**config.mk**
```make
export PLATFORM = sky130hd
export DESIGN_NAME = buf_mux
export DESIGN_NICKNAME = d
export VERILOG_FILES = /design/src/common/p3_buf_pkg.sv /design/src/common/p3_ctrl_pkg.sv /design/src/verilog/buf_mux.sv
export SDC_FILE = /design/constraint.sdc
export NUM_CORES = 1
export LEC_CHECK = 0
export ABC_AREA = 1
export BUFFER_PORTS_ARGS = -buffer_cell sky130_fd_sc_hd__buf_2
export CORE_AREA = 5 5 172 174
export DETAILED_ROUTE_END_ITERATION = 7
export DIE_AREA = 0 0 177 179
export MAX_ROUTING_LAYER = met4
export PLACE_DENSITY_LB_ADDON = 0.2
export SKIP_LAST_GASP = 1
export SLEW_MARGIN = 20
export SYNTH_ARGS = -nofsm -noshare
export SYNTH_HDL_FRONTEND = slang
export SYNTH_SLANG_ARGS = --single-unit
```
**constraint.sdc**
```tcl
create_clock -name vclk -period 1.19
set_clock_uncertainty 0.2 [all_clocks]
set_input_delay 0.0595 -clock vclk [all_inputs]
set_output_delay 0.0595 -clock vclk [all_outputs]
set_load 0.1 [all_outputs]
```
**src/common/p3_buf_pkg.sv**
```systemverilog
package p3_buf_pkg;

    // Packet word as seen by the snooper and the forwarder
    localparam int DATA_WIDTH = 64;

    // Valid bytes added to the packet length by one snooper write
    localparam int INC_WIDTH = 8;

    // Running packet byte length kept by each buffer
    localparam int PLEN_WIDTH = 32;

    // One packet word
    typedef logic [DATA_WIDTH-1:0] data_t;

    // Byte increment carried with each write
    typedef logic [INC_WIDTH-1:0] inc_t;

    // Packet length in bytes
    typedef logic [PLEN_WIDTH-1:0] plen_t;

endpackage

```
**src/common/p3_ctrl_pkg.sv**
```systemverilog
package p3_ctrl_pkg;

    // Ping, pang and pong
    localparam int NUM_BUFS = 3;

    // Life cycle of one buffer, in the order it is walked through
    typedef enum logic [1:0] {
        BUF_FREE     = 2'd0,
        BUF_FILLING  = 2'd1,
        BUF_FULL     = 2'd2,
        BUF_DRAINING = 2'd3
    } buf_state_t;

    // Buffer index: 0 is ping, 1 is pang, 2 is pong
    typedef logic [1:0] buf_sel_t;

    // No buffer owned
    localparam buf_sel_t SEL_NONE = 2'd3;

endpackage

```
**src/verilog/buf_mux.sv**
```systemverilog
`timescale 1ns/10ps

module buf_mux import p3_buf_pkg::*, p3_ctrl_pkg::*; #(
    parameter int unsigned ADDR_WIDTH = 10
) (
    input  buf_sel_t                             sn_sel_i,
    input  buf_sel_t                             fwd_sel_i,

    // Snooper stream after the input stage
    input  logic [ADDR_WIDTH-1:0]                sn_addr_i,
    input  logic                                 sn_wr_en_i,

    // Forwarder read request
    input  logic [ADDR_WIDTH-1:0]                fwd_addr_i,
    input  logic                                 fwd_rd_en_i,

    // Toward the buffers
    output logic [NUM_BUFS-1:0]                  buf_wr_en_o,
    output logic [NUM_BUFS-1:0]                  buf_rd_en_o,
    output logic [NUM_BUFS-1:0][ADDR_WIDTH-1:0]  buf_addr_o,

    // From the buffers
    input  data_t [NUM_BUFS-1:0]                 buf_rd_data_i,
    input  logic [NUM_BUFS-1:0]                  buf_rd_vld_i,
    input  plen_t [NUM_BUFS-1:0]                 buf_byte_len_i,

    // Toward the forwarder output stage
    output data_t                                rd_data_o,
    output logic                                 rd_data_vld_o,
    output plen_t                                byte_len_o
);

    // Snooper owns the address of the buffer it fills, the forwarder the rest
    always_comb begin
        for (int i = 0; i < NUM_BUFS; i++) begin
            buf_wr_en_o[i] = sn_wr_en_i && (sn_sel_i == buf_sel_t'(i));
            buf_rd_en_o[i] = fwd_rd_en_i && (fwd_sel_i == buf_sel_t'(i));
            buf_addr_o[i]  = (sn_sel_i == buf_sel_t'(i)) ? sn_addr_i : fwd_addr_i;
        end
    end

    // Read data lags the select, so steer it by the buffer's own valid flag
    always_comb begin
        rd_data_o  = '0;
        byte_len_o = '0;
        for (int i = 0; i < NUM_BUFS; i++) begin
            if (buf_rd_vld_i[i])
                rd_data_o = buf_rd_data_i[i];
            if (fwd_sel_i == buf_sel_t'(i))
                byte_len_o = buf_byte_len_i[i];
        end
    end

    assign rd_data_vld_o = |buf_rd_vld_i;

endmodule

```
==> results.rst, run 1 <==
.. list-table::
   :header-rows: 1

   * - Metric
     - Value
   * - Outcome
     - complete, but fails checks
   * - Violations in the final reports
     - negative setup slack
   * - Num sequential
     - 0
   * - Setup repair after global routing missed its margin
     - true
   * - Switching power share of the total
     - 61.90%
   * - Wire length of the first global-routing pass
     - ~38 mm
   * - Yosys warnings
     - 0
   * - Number of nets in the final layout
     - 1522
   * - Count of clock-net buffers in the final layout
     - 0
   * - Mean instance size in the synthesized netlist
     - 3.944 um^2
   * - Boundary Pins
     - between 400 and 500
   * - Filler-free cell count of the finished design
     - 1584
   * - Hold Path Depth
     - 4
   * - Max cap viols
     - 0
   * - Number of standard-cell rows in the floorplan
     - 61
   * - Antenna violations before repair
     - 3
   * - Vias in the first global route
     - 6217
   * - Post-Synthesis Net Count
     - about 1000
   * - Final count of negative-setup-slack endpoints
     - 30
   * - Setup slack after layout
     - -67.61 ps
   * - Shortest period the worst path allows
     - approximately 1300 ps
   * - Area growth from synthesis to final layout
     - 283.5%
   * - Placed standard-cell area
     - 0.009191 mm^2
   * - Fmax
     - 795.2 MHz
   * - Die Area
     - 0.03168 mm^2
   * - Arrival time at the worst endpoint
     - 1000 ps
   * - Share of the clock period used by the worst path after layout
     - 105.7%
   * - Max-slew violation total from the final report
     - 0
   * - Total internal power
     - just under 3 mW
   * - Switching pwr
     - 4.754 mW
   * - # hold bufs at CTS
     - 0
   * - Worst slew margin relative to its limit
     - 81.16%
   * - Global route overflow
     - 0
   * - Weighted congestion at the end of routability-driven global placement
     - 0.9532
   * - Share of power burned in combinational logic
     - 100.0%
   * - Nature of the critical path startpoint
     - primary input
   * - Die span in x
     - 177 um
   * - Ratio of total power to cell area
     - roughly 700 mW/mm^2
   * - Most frequent cells in the layout
     - buf_2, nand2_1, buf_12, nor2_4, nor2_1
   * - Worst-margin pin slew
     - 282.2 ps
   * - Data required, critical path
     - 930 ps
   * - Type of element capturing the critical path
     - output port
   * - First-pass iteration count of the detailed router
     - 4
   * - Placed insts
     - 1538
   * - Total standard cell area after synthesis
     - 0.002828 mm^2
   * - Filler cell count in the final layout
     - 2877
   * - Portion of the post-synthesis area used by sequential elements
     - 0%
   * - Final hold viol count
     - 0
   * - Worst ir drop on vdd
     - 0.2955 mV
   * - Final routed DRC violation total
     - 0
   * - Static Leak
     - 5.296 nW
   * - Register Area
     - 0 um^2
   * - Post-Route WL
     - around 29 mm
   * - Placeable core area
     - 0.02763 mm^2
   * - Type of the worst min-delay path
     - in2out
   * - Vias per inst
     - around 4
   * - Critical path class
     - in2out
   * - Overall routing resource usage
     - roughly 16%
   * - Die extent in y
     - 179 um
   * - Via total after detailed routing
     - 6210
   * - Count of cell types in the netlist
     - 10
   * - Mean routed wirelength per cell
     - 18.00 um
   * - Crit-path max FO
     - 7
   * - Post-synthesis instance total
     - 717
   * - Portion of total power attributed to the clock network
     - 0%
   * - Maximum number of pins on one net before global-route repair
     - 24
   * - Most frequent standard cell in the layout excluding fill and tap cells
     - buf_2
   * - Area of all placed cells without fillers
     - 0.01085 mm^2
   * - Proportion of layout cells with a drive suffix above 1
     - 73.32%
   * - Placed wire-length estimate
     - between 20 and 25 mm
   * - Number of port buffers
     - 450
   * - Initial DRC Count
     - 175
   * - Portion of total power attributed to sequential cells
     - 0%
   * - Post-route ant nets
     - 0
   * - Effective utilization at floorplan
     - 10.23%
worst max-delay path, cell delays in order:
cell and delay [ps]:
buf_12 120, nor2_4 160, buf_12 150, buf_12 150
nand2_2 60, nand3_2 100, buf_12 180
power groups by stage:
stage          logic [mW]  clock network [mW]  registers, mW
2_1_floorplan        4.38                   0              0
4_1_cts              7.60                   0              0
6_report             7.68         0.000000338              0
5_1_grt              7.97         0.000000338              0
3_3_place_gp         6.96                   0              0
3_5_place_dp         6.98                   0              0
timing repair:
| action | CTS | global route |
|---|---|---|
| endpoints found under the setup margin | 101 | 105 |
| buffers inserted | 12 | 1 |
| cloned | 24 | 13 |
| pin swaps | 18 | 47 |
| resized for setup | 167 | 67 |
final cells by class:
type	count	area (um^2)	area share (%)
antenna	3	7.507	0.06922
inverter	17	95.09	0.8768
multi-input combinational	650	4410	40.67
tap	378	473.0	4.361
timing repair buffer	534	5839	53.84
timing repair inverter	2	20.02	0.1846
worst paths after layout:
path / from / end / slack, ps
setup / recovery: fwd_sel_i[0] / byte_len_o[18] / -70
hold / removal: buf_byte_len_i[35] / byte_len_o[3] / 290
through the flow:
| step | setup slack [ps] | hold slack (ps) | util, % | setup TNS (ps) | total power [mW] |
|---|---|---|---|---|---|
| 6_report | -67.61 | 289.2 | 39.25 | -1043 | 7.681 |
| 5_1_grt | -81.89 | 305.2 | 39.25 | -2202 | 7.966 |
| 4_1_cts | -63.89 | 293.2 | 37.97 | -1898 | 7.596 |
| 3_5_place_dp | -131.4 | 292.9 | 33.27 | -7370 | 6.983 |
| 3_3_place_gp | -138.6 | 288.3 | 33.27 | -6547 | 6.965 |
| 2_1_floorplan | -364.0 | 102.8 | - | -3234 | 4.382 |
cell usage after synthesis:
library cell  number  area share, %
nand2_1          322             43
nor3_1             3           0.53
inv_1             15            2.0
nand3_1           32            5.7
nor2_2             2           0.44
o21ai_0           30            5.3
buf_2             40            7.1
clkbuf_1          10            1.3
nor2_1           261             35
inv_2              2           0.27
kinds of logic (layout without fill, tap and decap cells):
group                  after synthesis  after routing  synth area share, %
AND/OR/NAND/NOR                    620            620                84.03
buffers and inverters               67            553                10.66
AO/OA/AOI/OAI                       30             30                5.310
other                                0              3                    0
layer usage:
| metal | vias to the layer above | track usage, % | routed length [um] |
|---|---|---|---|
| met5 | - | - | 0 |
| met4 | 0 | 1.676 | 250 |
| met3 | 12 | 1.750 | 1373 |
| met2 | 198 | 29.65 | 15320 |
| met1 | 2850 | 20.12 | 11570 |
| li1 | 3150 | - | - |
Note: power is estimated with default switching activity, not from simulation.
==> run 2: changes to the inputs <==
- CAP_MARGIN: not set -> 10
- CORE_AREA: 5 5 172 174 -> 5 5 171 173
- DIE_AREA: 0 0 177 179 -> 0 0 176 178
- clock period: 1.19 -> 1.1 ns (I/O delays scaled with it)
==> run 2 against run 1 <==
Net effect: the run still ends with negative setup slack left; critical path type unchanged; via count grew 5.6%; largest cell class unchanged; combinational power grew 13%; largest power group unchanged; non-clock buffer count grew 16.
==> results.rst, run 2 (same netlist as run 1, synthesis figures left out) <==
.. list-table::
   :header-rows: 1

   * - Metric
     - Value
   * - Outcome
     - complete, but fails checks
   * - Violations in the final reports
     - negative setup slack
   * - Boundary Pins
     - 450 (unchanged)
   * - Max incr delay on CP
     - 160 ps (-20 ps)
   * - Weighted congestion at the end of routability-driven global placement
     - 0.8168 (-14%)
   * - Setup TNS Final
     - -10170 ps (-9129 ps)
   * - Most repeated library cell on the critical path
     - buf_12
   * - Number of port buffers
     - 450 (unchanged)
   * - Share of the clock period used by the worst path after layout
     - 115.3%
   * - Final routed DRC violation total
     - 0 (unchanged)
   * - Ratio of total power to cell area
     - 738.6 mW/mm^2 (+4.3%)
   * - Placed wire-length estimate
     - 22.32 mm (+9.4%)
   * - Final count of negative-setup-slack endpoints
     - 101 (+240%)
   * - Initial DRC Count
     - 106 (-39%)
   * - Placeable core area
     - 0.02748 mm^2 (-0.55%)
   * - Number of nets in the final layout
     - 1542 (+1.3%)
   * - First-pass iteration count of the detailed router
     - 4 (unchanged)
   * - Worst-margin pin slew
     - 313.3 ps (+31.05 ps)
   * - Filler cell count in the final layout
     - 2767 (-3.8%)
   * - Proportion of layout cells with a drive suffix above 1
     - 77.51% (+4.2 points)
   * - Final core utilization
     - 42.90% (+3.6 points)
   * - Nature of the critical path startpoint
     - primary input
   * - Global route overflow
     - 0 (unchanged)
   * - Worst slew margin relative to its limit
     - 79.09% (-2.1 points)
   * - Setup repair after global routing missed its margin
     - true
   * - Overall routing resource usage
     - 17.78% (+1.5 points)
   * - Fmax
     - slightly below 800 MHz
   * - Vias in the first global route
     - 6767 (+8.8%)
   * - Shortest period the worst path allows
     - around 1300 ps
   * - Critical path buffer and inverter count
     - 5 (+1)
   * - Critical path class
     - in2out
   * - Worst hold slack
     - 275.5 ps (-13.69 ps)
   * - Die span in x
     - 176 um (-0.56%)
   * - Area growth from synthesis to final layout
     - 316.9%
   * - Post-Route WL
     - 29.45 mm (+3.3%)
   * - Mean routed wirelength per cell
     - 18.66 um (+3.7%)
   * - Wire length of the first global-routing pass
     - 41.79 mm (+8.8%)
   * - Die Area
     - 0.03133 mm^2 (-1.1%)
   * - Register Area
     - 0 um^2 (unchanged)
   * - Setup slack after layout
     - -168.2 ps (-100.5 ps)
   * - Arrival time at the worst endpoint
     - 1010 ps (about the same)
   * - Most frequent cells in the layout
     - buf_2, nand2_1, buf_12, nor2_4, nor2_2
   * - Num sequential
     - 0 (unchanged)
   * - Vias per inst
     - 4.154 (+6.0%)
   * - Static Leak
     - 5.701 nW (+7.7%)
   * - Maximum number of pins on one net before global-route repair
     - 28 (+17%)
   * - Worst-path cell with the longest stage delay
     - buf_12
   * - Type of the worst min-delay path
     - in2out
   * - Max-slew violation total from the final report
     - 0 (unchanged)
   * - Worst-path cell chain
     - buf_8 > buf_12 > buf_8 > buf_12 > nand2_2 > nor2_4 > nor2_2 > nor2_4 > buf_12
   * - Data required, critical path
     - 840 ps (-90 ps)
   * - Pre-CTS worst setup slack
     - -293.1 ps (-161.7 ps)
   * - Most frequent standard cell in the layout excluding fill and tap cells
     - buf_2
   * - Via total after detailed routing
     - 6555 (+5.6%)
   * - Die extent in y
     - 178 um (-0.56%)
   * - Final Power
     - 8.707 mW (+13%)
   * - Final hold viol count
     - 0 (unchanged)
   * - Post-route ant nets
     - 0 (unchanged)
   * - Area of combinational cells with multiple inputs
     - 0.005161 mm^2 (+17%)
   * - Type of element capturing the critical path
     - output port
   * - Worst ir drop on vdd
     - 0.4790 mV (+62%)
   * - Effective utilization at floorplan
     - 10.29% (+0.057 points)
   * - Antenna violations before repair
     - 9 (+6)
   * - Count of clock-net buffers in the final layout
     - 0 (unchanged)
   * - Crit-path max FO
     - 7 (unchanged)
   * - Number of standard-cell rows in the floorplan
     - 61 (unchanged)
   * - Max cap viols
     - 0 (unchanged)
   * - Family of cells with the greatest summed delay on the critical path
     - buffers and inverters
[run 2: repair_timing]
| item | CTS | global route |
|---|---|---|
| gates cloned | 25 | 6 |
| pin swaps | 60 | 91 |
| setup endpoints to repair | 131 | 125 |
| hold buffers | 0 | 0 |
| hold endpoints to repair | 0 | 0 |
| gates resized for setup | 278 | 135 |
| setup buffers | 18 | 9 |
[run 2: path summary, 6_finish.rpt]
kind	startpoint	endpoint	slack, ps	depth (start not counted)
setup / recovery	buf_rd_vld_i[0]	rd_data_o[36]	-170	9
hold / removal	buf_byte_len_i[32]	byte_len_o[0]	280	4
[run 2: metrics by stage]
stage	area [um^2]	cells
2_1_floorplan	4828	717
3_3_place_gp	9518	1520
3_5_place_dp	9518	1520
4_1_cts	11190	1560
5_1_grt	11780	1576
6_report	11790	1578
[run 2: area by class of cell]
cell class / instances / share of cell area (%)
multi-input cells: 655 / 43.78
inverters: 17 / 1.125
repair inverters: 1 / 0.1380
diodes: 9 / 0.1911
well taps: 346 / 3.673
repair buffers: 550 / 51.09
[run 2: per-layer routing]
layer	track usage, %	wire, um	share of wire [%]
met4	1.949	432	1.5
met2	34.43	16600	56
met1	18.72	10100	34
met5	-	0	0
met3	4.621	2320	7.9
[run 2: report_power, final]
part | leakage, nW | total (mW) | internal, mW | switching (mW)
registers | 0 | 0 | 0 | 0
clock network | 0.0000570 | 0.00000110 | 0.00000110 | 0
logic | 5.70 | 8.71 | 3.35 | 5.36
