File: config.mk
export PLATFORM = sky130hd
export DESIGN_NAME = p3ctrl
export DESIGN_NICKNAME = d
export VERILOG_FILES = /design/src/common/p3_ctrl_pkg.sv /design/src/p3ctrl/p3ctrl.sv
export SDC_FILE = /design/constraint.sdc
export NUM_CORES = 1
export LEC_CHECK = 0
export BUFFER_PORTS_ARGS = -buffer_cell sky130_fd_sc_hd__buf_2
export CAP_MARGIN = 15
export CORE_ASPECT_RATIO = 0.75
export CORE_MARGIN = 1.5
export CORE_UTILIZATION = 30
export CTS_BUF_LIST = sky130_fd_sc_hd__clkbuf_8
export DETAILED_ROUTE_END_ITERATION = 8
export GPL_TIMING_DRIVEN = 0
export PLACE_DENSITY = 0.58
export SLEW_MARGIN = 10
export SYNTH_ARGS = -nofsm -noshare
export SYNTH_HDL_FRONTEND = slang
export SYNTH_SLANG_ARGS = --single-unit
File: constraint.sdc
create_clock -name clk -period 2.4 [get_ports clk]
set_input_delay 0 -clock clk [delete_from_list [all_inputs] [get_ports clk]]
set_output_delay 0 -clock clk [all_outputs]
set_load 0.02 [all_outputs]
File: src/common/p3_ctrl_pkg.sv
package p3_ctrl_pkg;

    // Ping, pang and pong
    localparam int NUM_BUFS = 3;

    // Life cycle of one buffer, in the order it is walked through
    typedef enum logic [1:0] {
        BUF_FREE     = 2'd0,
        BUF_FILLING  = 2'd1,
        BUF_FULL     = 2'd2,
        BUF_DRAINING = 2'd3
    } buf_state_t;

    // Buffer index: 0 is ping, 1 is pang, 2 is pong
    typedef logic [1:0] buf_sel_t;

    // No buffer owned
    localparam buf_sel_t SEL_NONE = 2'd3;

endpackage

File: src/p3ctrl/p3ctrl.sv
`timescale 1ns/10ps

module p3ctrl import p3_ctrl_pkg::*; (
    input  logic                clk,
    input  logic                rst_n_i,
    input  logic                sn_start_ack_i,
    input  logic                sn_done_i,
    input  logic                fwd_start_ack_i,
    input  logic                fwd_done_i,
    output logic                rdy_for_sn_o,
    output logic                sn_done_ack_o,
    output logic                rdy_for_fwd_o,
    output logic                fwd_done_ack_o,
    output buf_sel_t            sn_sel_o,
    output buf_sel_t            fwd_sel_o,
    output logic [NUM_BUFS-1:0] clr_len_o
);

    buf_state_t state_q [NUM_BUFS];
    buf_state_t state_d [NUM_BUFS];

    // Full buffers in the order they were filled, oldest at slot 0
    buf_sel_t   order_q [NUM_BUFS];
    buf_sel_t   order_d [NUM_BUFS];
    logic [1:0] cnt_q;
    logic [1:0] cnt_d;

    buf_sel_t   free_sel;
    logic       sn_start;
    logic       fwd_start;
    logic       sn_push;
    logic       fwd_free;
    logic       any_free_d;
    logic       any_filling_d;
    logic       any_draining_d;

    // At most one buffer fills and one drains, so the owners are just lookups
    always_comb begin
        sn_sel_o  = SEL_NONE;
        fwd_sel_o = SEL_NONE;
        free_sel  = SEL_NONE;
        for (int i = NUM_BUFS - 1; i >= 0; i--) begin
            if (state_q[i] == BUF_FILLING)
                sn_sel_o = buf_sel_t'(i);
            if (state_q[i] == BUF_DRAINING)
                fwd_sel_o = buf_sel_t'(i);
            // Walking downwards leaves the lowest free index
            if (state_q[i] == BUF_FREE)
                free_sel = buf_sel_t'(i);
        end
    end

    assign sn_start  = sn_start_ack_i && rdy_for_sn_o;
    assign fwd_start = fwd_start_ack_i && rdy_for_fwd_o;
    assign sn_push   = sn_done_i && (sn_sel_o != SEL_NONE);
    assign fwd_free  = fwd_done_i && (fwd_sel_o != SEL_NONE);

    // Length clear goes out on the ack cycle itself
    always_comb begin
        clr_len_o = '0;
        if (sn_start)
            clr_len_o[free_sel] = 1'b1;
    end

    always_comb begin
        state_d = state_q;
        order_d = order_q;
        cnt_d   = cnt_q;

        if (sn_start)
            state_d[free_sel] = BUF_FILLING;
        if (sn_push)
            state_d[sn_sel_o] = BUF_FULL;
        if (fwd_start)
            state_d[order_q[0]] = BUF_DRAINING;
        if (fwd_free)
            state_d[fwd_sel_o] = BUF_FREE;

        // Pop first so a push in the same cycle lands behind the remaining entries
        if (fwd_start) begin
            order_d[0] = order_q[1];
            order_d[1] = order_q[2];
            order_d[2] = SEL_NONE;
            cnt_d      = cnt_d - 2'd1;
        end
        if (sn_push) begin
            order_d[cnt_d] = sn_sel_o;
            cnt_d          = cnt_d + 2'd1;
        end
    end

    always_comb begin
        any_free_d     = 1'b0;
        any_filling_d  = 1'b0;
        any_draining_d = 1'b0;
        for (int i = 0; i < NUM_BUFS; i++) begin
            any_free_d     |= (state_d[i] == BUF_FREE);
            any_filling_d  |= (state_d[i] == BUF_FILLING);
            any_draining_d |= (state_d[i] == BUF_DRAINING);
        end
    end

    always_ff @(posedge clk) begin
        if (!rst_n_i) begin
            for (int i = 0; i < NUM_BUFS; i++) begin
                state_q[i] <= BUF_FREE;
                order_q[i] <= SEL_NONE;
            end
            cnt_q          <= '0;
            rdy_for_sn_o   <= 1'b0;
            rdy_for_fwd_o  <= 1'b0;
            sn_done_ack_o  <= 1'b0;
            fwd_done_ack_o <= 1'b0;
        end else begin
            state_q        <= state_d;
            order_q        <= order_d;
            cnt_q          <= cnt_d;
            // Levels follow the next state, so they drop right after an ack
            rdy_for_sn_o   <= any_free_d && !any_filling_d;
            rdy_for_fwd_o  <= (cnt_d != 2'd0) && !any_draining_d;
            sn_done_ack_o  <= sn_push;
            fwd_done_ack_o <= fwd_free;
        end
    end

endmodule

==> out/summary.txt, run 1 <==
Post-CTS Setup Bufs: 0
async set-reset flop share out of synthesis: 0
worst min path class: input pin to flip-flop
Clock Latency Late Sink: 0.25 ns
outcome: finished, final reports clean
crit share post-route: 0.7857
CP required: 2.52 ns
Max-Slew Margin vs Limit: 0.6843
Synth cell types: 47
post-cts sizing count: 0
via count: 975
Final Critical Period: 1.886 ns
Clock Tree Buf Depth: 2
Worst-Margin Slew: 0.4735 ns
worst slack, placed: 0.5201 ns
largest vdd supply drop: 0.2334 mV
RePlAce Congestion: 0.8281
Seq cells post-synth: 18
Antenna Diode Count: 0
die area: 0.003897 mm^2
core area: 0.003333 mm^2
Non-Filler Instances: 185
die span in y: 54.44 um
number of setup violations in the final report: 0
Post-Syn Area: 0.001059 mm^2
Worst setup EP type: flip-flop
crit-path cells: nand2_2, xnor2_1, inv_1, ha_1, a221oi_1, o21ai_1
Synth-to-Final Area Change: 16.19%
Syn. warnings: 0
starting density of the core: 0.3176
Util after Layout: 0.3690
Worst Path Max Fanout: 8
Crit Path Category: flip-flop to flip-flop
port bufs: 16
initial antenna violation count: 0
Mapped Nets: 135
Critical Path AT: 2.00 ns
H-tree depth: 1
share of layout cells above drive strength 1: 0.2138
Clock Skew: 0.002837 ns
First DRT Iteration DRCs: 78
wire per inst: 13.17 um
Nets: 156
crit start category: flip-flop
Seq/Total Area, Yosys: 0.3404
EDFF count, synth: 0
post-DR vias/cell: 5.270
number of buffers created by CTS: 3
Syn Area/Cell: 8.401 um^2
setup TNS: 0 ns
1st-pass router iterations: 4
Global Route Usage Sum: 0.1369
largest net degree at the start of global routing: 11
vias in the first global route: 872
drt total wl: 2436 um
Fin. Hold Viols: 0
max-slew violation count: 0
remaining global-route overflow: 0
first-pass GRT wire length: 4029 um
Mapped Cells: 126
CTS tree: built
max incr delay on CP: 0.43 ns
Cells after DPL: 182
Max-cap violations: 0
hold buffer count at CTS: 0
Clock Sinks: 18
CP max-delay cell: xnor2_1
prevailing post-synth register cell: dfxtp_1
Placement Rows: 18
DRC Markers: 0
IO Count: 17
Fmax: 0.5303 GHz
HPWL after detailed placement: 1897 um
die width: 71.59 um
Reg clk slew, reported paths: 0.07 ns
PD cells: 694.0 mW/mm^2
post-route ant nets: 0
CTS root buf: clkbuf_8
setup slack after layout: 0.5144 ns
hold slack: 0.007755 ns
Leak: 0.5323 nW
RSZ-0062 raised after global routing: no
critical path: cells and delay by family (launching register included):
| kind | cells | cell delay (ns) |
|---|---|---|
| compound gates | 2 | 0.33 |
| buf+inv | 1 | 0.12 |
| simple gates | 1 | 0.18 |
| xor+xnor | 1 | 0.43 |
| flops | 1 | 0.41 |
| fa+ha+maj | 1 | 0.27 |
registers in the layout (all words and copies together), names as in the netlist:
name            count
cnt_q               2
fwd_done_ack_o      1
order_q             6
rdy_for_fwd_o       1
rdy_for_sn_o        1
sn_done_ack_o       1
state_q             6
layout by cell type (no fill, tap or decap), types with 2 or more instances in the layout:
cell type  instances
nand2b_1           3
clkbuf_1           2
buf_2             18
a32o_1             2
inv_1              4
and2_1             3
nor3_1             4
a311o_1            2
nand2_1           17
nand3_1            4
xnor2_1            3
nor2b_1            3
nor2_1             7
mux2i_1            5
ha_1               3
clkbuf_8           3
a21oi_1            8
o21ai_0            2
dfxtp_1           18
o211ai_1           2
mux2_2             2
a31oi_1            2
nand2_2            2
and3_1             2
power breakdown:
part / total, mW / switching (mW) / internal (mW)
combinational: 0.287 / 0.172 / 0.115
clock: 0.210 / 0.0983 / 0.112
sequential: 0.357 / 0.0273 / 0.330
total: 0.854 / 0.297 / 0.556
cell usage after synthesis, types with 2 or more instances:
| cell | instances | area [um^2] |
|---|---|---|
| o21ai_0 | 2 | 10.01 |
| mux2_2 | 2 | 22.52 |
| inv_1 | 4 | 15.01 |
| nor2b_1 | 3 | 18.77 |
| and3_1 | 2 | 12.51 |
| nand3_1 | 4 | 20.02 |
| mux2i_1 | 5 | 50.05 |
| o211ai_1 | 2 | 15.01 |
| and2_1 | 3 | 18.77 |
| a32o_1 | 2 | 20.02 |
| nand2b_1 | 3 | 18.77 |
| buf_2 | 2 | 10.01 |
| a311o_1 | 2 | 20.02 |
| a31oi_1 | 2 | 12.51 |
| clkbuf_1 | 2 | 7.510 |
| ha_1 | 3 | 37.54 |
| nand2_2 | 2 | 12.51 |
| a21oi_1 | 8 | 40.04 |
| dfxtp_1 | 18 | 360.4 |
| nor2_1 | 7 | 26.28 |
| xnor2_1 | 3 | 26.28 |
| nand2_1 | 17 | 63.81 |
| nor3_1 | 4 | 20.02 |
per-layer routing:
metal  vias to the layer above  global-route usage  wire [um]
met5                         -                   0          0
met4                         0             0.01887          4
met3                         2             0.04420        142
met2                        27              0.2165       1021
met1                       451              0.1883       1268
li1                        495                   -          -
stage by stage:
stage | cell area [um^2] | total power [mW]
final | 1230 | 0.8536
after global routing | 1230 | 0.9089
after CTS | 1230 | 0.8588
after detailed placement | 1189 | 0.6488
after global placement | 1189 | 0.6439
after floorplan | 1059 | 0.5765
kinds of logic (layout without fill, tap and decap cells):
kind of cell / Yosys count / after routing / synth area share
DFF: 18 / 18 / 0.3404
buffers and inverters: 10 / 29 / 0.04491
AOI/OAI and AO/OA: 30 / 30 / 0.2045
muxes: 7 / 7 / 0.06856
xor gates and xnor gates: 3 / 3 / 0.02483
adders and majority gates: 3 / 3 / 0.03546
and+or+nand+nor: 55 / 55 / 0.2813
worst paths after layout:
path	cells after the start	slack, ns	start	to
hold / removal	3	0.008	fwd_done_i	fwd_done_ack_o
setup reg to reg	6	0.51	rdy_for_fwd_o	order_q[0]
setup / recovery	6	0.51	rdy_for_fwd_o	order_q[0]
hold reg to reg	2	0.52	order_q[0]	order_q[0]
layout make-up:
cell class	count	area, um^2
inverter	5	18.77
sequential	18	360.3
clock buffer	3	41.29
fill	366	2103
tap	40	50.05
multi-input combinational	98	650.6
timing repair buffer	16	80.08
buffer	5	28.78
No activity file was read; power rests on OpenSTA's default activity.
==> run 2, diff against run 1 <==
- PLACE_DENSITY: 0.58 -> 0.59
- clock period: 2.4 -> 1.5 ns (I/O delays scaled with it)
==> out/summary.txt, run 2 (synthesis gave the netlist of run 1 again) <==
setup slack after layout: -0.03323 ns (-0.5476 ns)
largest vdd supply drop: 0.3501 mV (+50%)
wire per inst: 14.62 um (+11%)
Fin. Hold Viols: 0 (unchanged)
crit path from: rdy_for_fwd_o
1st-pass router iterations: 6 (+2)
Worst Path Max Fanout: 8 (unchanged)
Buffers & Inverters on Critical Path: 1 (unchanged)
Reg clk slew, reported paths: 0.07 ns (about the same)
CP required: 1.65 ns (-0.87 ns)
r2r endpoint: order_q[4]
die width: 71.59 um (unchanged)
met1 Use GR: 0.2011 (+0.01278)
failing checks: negative setup slack
Non-Filler Instances: 200 (+8.1%)
commonest non-fill, non-tap cells in the layout: 17 x nand2_1, 17 x buf_2, 13 x buf_4, 11 x dfxtp_1, 7 x a21oi_1
Clock Tree Buf Depth: 2 (unchanged)
hold slack: 0.03903 ns (+0.03128 ns)
power share of the clock group: 0.236 (-0.010)
delay-heaviest family, CP: flip-flops
CP max-delay cell: dfxtp_4
PD cells: 1170 mW/mm^2 (+69%)
core area: 0.003333 mm^2 (unchanged)
DRC Markers: 0 (unchanged)
largest net degree at the start of global routing: 11 (unchanged)
RSZ-0062 raised after global routing: yes
number of setup violations in the final report: 3 (+3)
via count: 1067 (+9.4%)
crit start category: flip-flop
r2r startpoint: rdy_for_fwd_o
Fmax: 0.6522 GHz (+23%)
switching share of power: 0.3496 (+0.001303)
Crit Path Category: flip-flop to flip-flop
drt total wl: 2923 um (+20%)
First DRT Iteration DRCs: 54 (-31%)
number of buffers created by CTS: 3 (unchanged)
Design Power: 1.725 mW (+100%)
crit-path cells: nand2_8, xnor2_4, inv_1, ha_2, a21oi_1, a311o_1
Top Usage Layer GRT: met2
Max-cap violations: 0 (unchanged)
register share of total power: 0.349 (-0.070)
port bufs: 16 (unchanged)
die span in y: 54.44 um (unchanged)
Clock Skew: 0.0004819 ns (-0.002356 ns)
IO Count: 17 (unchanged)
H-tree depth: 1 (unchanged)
initial antenna violation count: 0 (unchanged)
HPWL after detailed placement: 1997 um (+5.3%)
first-pass GRT wire length: 4526 um (+12%)
Final Critical Period: 1.533 ns (-0.3524 ns)
worst min path class: input pin to flip-flop
setup TNS: -0.05041 ns (-0.05041 ns)
outcome: complete, but fails checks
Antenna Diode Count: 0 (unchanged)
routing usage on met3: 0.04604 (+0.001842)
met2 usage: 0.2586 (+0.04206)
reg2reg setup slack: -0.03 ns (-0.55 ns)
max incr delay on CP: 0.39 ns (-0.04 ns)
Combinational Power Share: 0.414 (+0.078)
Placement Rows: 18 (unchanged)
Leak: 0.6312 nW (+19%)
Nets: 170 (+9.0%)
Critical Path Stages: 6 (unchanged)
starting density of the core: 0.3176 (unchanged)
Worst setup EP type: flip-flop
Worst-Margin Slew: 0.4533 ns (-0.02019 ns)
RePlAce Congestion: 0.8452 (+2.1%)
Critical Path AT: 1.68 ns (-0.32 ns)
CTS root buf: clkbuf_8
Int Pwr: 1.122 mW (+100%)
Max-Slew Margin vs Limit: 0.6978 (+0.01346)
crit share post-route: 1.022 (+0.2365)
Critical Path Sink: order_q[4]
post-DR vias/cell: 5.335 (+1.2%)
Clock Sinks: 18 (unchanged)
remaining global-route overflow: 0 (unchanged)
Global Route Usage Sum: 0.1581 (+0.02113)
share of layout cells above drive strength 1: 0.4000 (+0.1862)
max-slew violation count: 0 (unchanged)
Largest regs: order_q x6, state_q x6, cnt_q x2
Clock Latency Late Sink: 0.26 ns (about the same)
CTS tree: built
Cells after DPL: 182 (unchanged)
Reg2Reg Depth: 6 (unchanged)
P_sw: 603.0 uW (+100%)
post-route ant nets: 0 (unchanged)
vias in the first global route: 962 (+10%)
die area: 0.003897 mm^2 (unchanged)
Synth-to-Final Area Change: 39.24%
-- run 2: metrics by stage --
step / util / setup WS (ns) / area, um^2
2_1_floorplan: - / 0.003975 / 1080
3_3_place_gp: 0.3630 / -0.08013 / 1210
3_5_place_dp: 0.3630 / -0.1546 / 1210
4_1_cts: 0.4129 / 0.006479 / 1376
5_1_grt: 0.4422 / -0.09840 / 1474
6_report: 0.4422 / -0.03323 / 1474
-- run 2: area by class of cell --
class,count,area [um^2]
Timing Repair Buffer,30,185.2
Clock buffer,4,55.05
Fill cell,341,1859
Inverter,5,18.77
Sequential cell,18,376.6
Tap cell,40,50.05
Buffer,5,37.54
Multi-Input combinational cell,98,750.7
-- run 2: worst min path at each step --
stage | to | cells after the start | start | slack (ns)
3_5_place_dp | fwd_done_ack_o | 3 | fwd_done_i | 0.27
6_report | state_q[1] | 3 | rst_n_i | 0.04
2_1_floorplan | fwd_done_ack_o | 2 | fwd_done_i | 0.12
5_1_grt | state_q[1] | 3 | rst_n_i | 0.05
4_1_cts | state_q[1] | 3 | rst_n_i | 0.01
3_3_place_gp | fwd_done_ack_o | 3 | fwd_done_i | 0.27
-- run 2: layer usage --
layer	vias to the layer above	share of wire
li1	522	-
met1	499	0.46
met2	39	0.45
met3	7	0.067
met4	0	0.020
met5	-	0
-- run 2: power groups by stage --
stage	clock (mW)	combinational, mW	sequential, mW
2_1_floorplan	0	0.341	0.605
3_3_place_gp	0	0.465	0.594
3_5_place_dp	0	0.476	0.597
4_1_cts	0.421	0.576	0.595
5_1_grt	0.446	0.779	0.607
6_report	0.407	0.715	0.603
-- run 2: timing repair --
action                                  in CTS  in global routing
endpoints found under the setup margin       8                  9
pin swaps                                    6                  7
hold endpoints to repair                     1                  0
hold buffers                                 1                  0
cloned                                       0                  1
buffers inserted                             5                  7
gates resized for setup                     17                 10
-- run 2: worst reg2reg max path: cells and delay by family, from the launching register on --
kind	cells	cell delay (ns)
xor+xnor	1	0.18
simple gates	1	0.10
compound gates	2	0.39
buf+inv	1	0.14
fa+ha+maj	1	0.24
flops	1	0.39
==> run 3, diff against run 2 <==
- CAP_MARGIN: 15 -> 20
- CORE_UTILIZATION: 30 -> 39
- PLACE_DENSITY: 0.59 -> 0.71
==> out/summary.txt, run 3 (synthesis gave the netlist of run 1 again) <==
largest net degree at the start of global routing: 11 (unchanged)
Clock Sinks: 18 (unchanged)
worst min path class: input pin to flip-flop
Cells after DPL: 178 (-2.2%)
via count: 1068 (+0.094%)
failing checks: negative setup slack
Clock Skew: 0.002477 ns (+0.001995 ns)
largest vdd supply drop: 0.8633 mV (+150%)
remaining global-route overflow: 0 (unchanged)
initial antenna violation count: 0 (unchanged)
vias in the first global route: 887 (-7.8%)
H-tree depth: 1 (unchanged)
Global Route Usage Sum: 0.1863 (+0.02825)
die width: 63.16 um (-12%)
crit-path cells: nor2b_1, o31a_1, buf_4, a21oi_2, a311o_1
CTS tree: built
outcome: complete, but fails checks
Largest regs: order_q x6, state_q x6, cnt_q x2
Crit Path Category: flip-flop to flip-flop
post-route ant nets: 0 (unchanged)
crit share post-route: 1.023 (about the same)
IO Count: 17 (unchanged)
PD cells: 1133 mW/mm^2 (-3.2%)
CTS root buf: clkbuf_8
hold slack: 0.01673 ns (-0.02230 ns)
First DRT Iteration DRCs: 38 (-30%)
CP max-delay cell: dfxtp_2
Placement Rows: 16 (-2)
delay-heaviest family, CP: compound AO/OA/AOI/OAI gates
Fin. Hold Viols: 0 (unchanged)
DRC Markers: 0 (unchanged)
Max-cap violations: 0 (unchanged)
share of layout cells above drive strength 1: 0.4286 (+0.02857)
die span in y: 48.12 um (-12%)
Buffers & Inverters on Critical Path: 1 (unchanged)
starting density of the core: 0.4067 (+0.08916)
RePlAce Congestion: 0.8119 (-3.9%)
Synth-to-Final Area Change: 42.32%
leading cell type in the layout, fill and taps excluded: buf_2
1st-pass router iterations: 4 (-2)
Design Power: 1.706 mW (-1.1%)
number of setup violations in the final report: 5 (+2)
crit start category: flip-flop
Critical Path AT: 1.69 ns (about the same)
Final Critical Period: 1.535 ns (+0.001428 ns)
port bufs: 16 (unchanged)
Reg clk slew, reported paths: 0.07 ns (about the same)
number of buffers created by CTS: 3 (unchanged)
post-DR vias/cell: 5.421 (+1.6%)
Worst-Margin Slew: 0.4726 ns (+0.01927 ns)
Fmax: 0.6516 GHz (about the same)
reg2reg setup slack: -0.03 ns (about the same)
worst slack, placed: -0.1315 ns (+0.02309 ns)
commonest non-fill, non-tap cells in the layout: 17 x buf_2, 16 x nand2_1, 12 x buf_4, 10 x dfxtp_1, 7 x a21oi_1
RSZ-0062 raised after global routing: yes
max incr delay on CP: 0.43 ns (+0.04 ns)
drt total wl: 2831 um (-3.1%)
wire per inst: 14.37 um (-1.7%)
setup slack after layout: -0.03466 ns (-0.001428 ns)
first-pass GRT wire length: 4229 um (-6.6%)
die area: 0.003039 mm^2 (-22%)
core area: 0.002603 mm^2 (-22%)
Clock Latency Late Sink: 0.26 ns (about the same)
max-slew violation count: 0 (unchanged)
Leak: 0.6440 nW (+2.0%)
Worst setup EP type: flip-flop
CP required: 1.65 ns (about the same)
Antenna Diode Count: 0 (unchanged)
Worst Path Max Fanout: 8 (unchanged)
Max-Slew Margin vs Limit: 0.6835 (-0.01423)
Clock Tree Buf Depth: 2 (unchanged)
HPWL after detailed placement: 1843 um (-7.7%)
Non-Filler Instances: 197 (-1.5%)
Nets: 171 (+0.59%)
run 3: changes by cell type in the layout (fill, tap and decap cells not counted), sizes merged:
cell	before	now
inv	5	6
buf	32	33
clkbuf	6	5
run 3: final timing paths:
| kind | from | cells past startpoint | to |
|---|---|---|---|
| hold / removal | rst_n_i | 3 | state_q[1] |
| hold reg to reg | state_q[0] | 2 | fwd_done_ack_o |
| setup reg to reg | state_q[2] | 5 | order_q[4] |
| setup / recovery | state_q[2] | 5 | order_q[4] |
run 3: per-stage QoR:
step	utilization	instance area, um^2	setup TNS, ns
floorplan	-	1080	0
global placement	0.4630	1205	-0.3056
detailed placement	0.4630	1205	-0.4708
CTS	0.5216	1358	-0.005706
global route	0.5788	1506	-0.5994
finish	0.5788	1506	-0.1032
run 3: where the power goes:
part           internal [mW]  switching (mW)  total [mW]
clock network          0.182           0.172       0.354
logic                  0.374           0.370       0.744
registers              0.536          0.0718       0.608
run 3: area by class of cell:
cell class	instances	area (um^2)
repair buffers	31	196.4
clock buffers	3	41.29
clock inverters	1	3.754
fillers	232	1096
inverters	5	18.77
flip-flops and latches	18	375.4
well taps	36	45.04
plain buffers	5	41.29
multi-input cells	98	784.5
run 3: worst register-to-register path, delay by kind of cell (launching register included):
family / cells / cell delay [ns]
buffers and inverters: 1 / 0.17
AND/OR/NAND/NOR: 1 / 0.23
AO/OA/AOI/OAI: 3 / 0.61
flip-flops: 1 / 0.43
run 3: routing by layer:
metal / up-vias / share of wire / track usage
li1: 529 / - / -
met1: 502 / 0.47 / 0.2429
met2: 30 / 0.46 / 0.3213
met3: 7 / 0.052 / 0.05312
met4: 0 / 0.016 / 0.03556
met5: - / 0 / 0
run 3: timing repair:
action,CTS,global route
buffers inserted,7,5
gates resized for setup,14,22
hold buffers,1,0
pin swaps,5,11
endpoints found under the hold margin,1,0
endpoints found under the setup margin,8,11
gates cloned,0,2
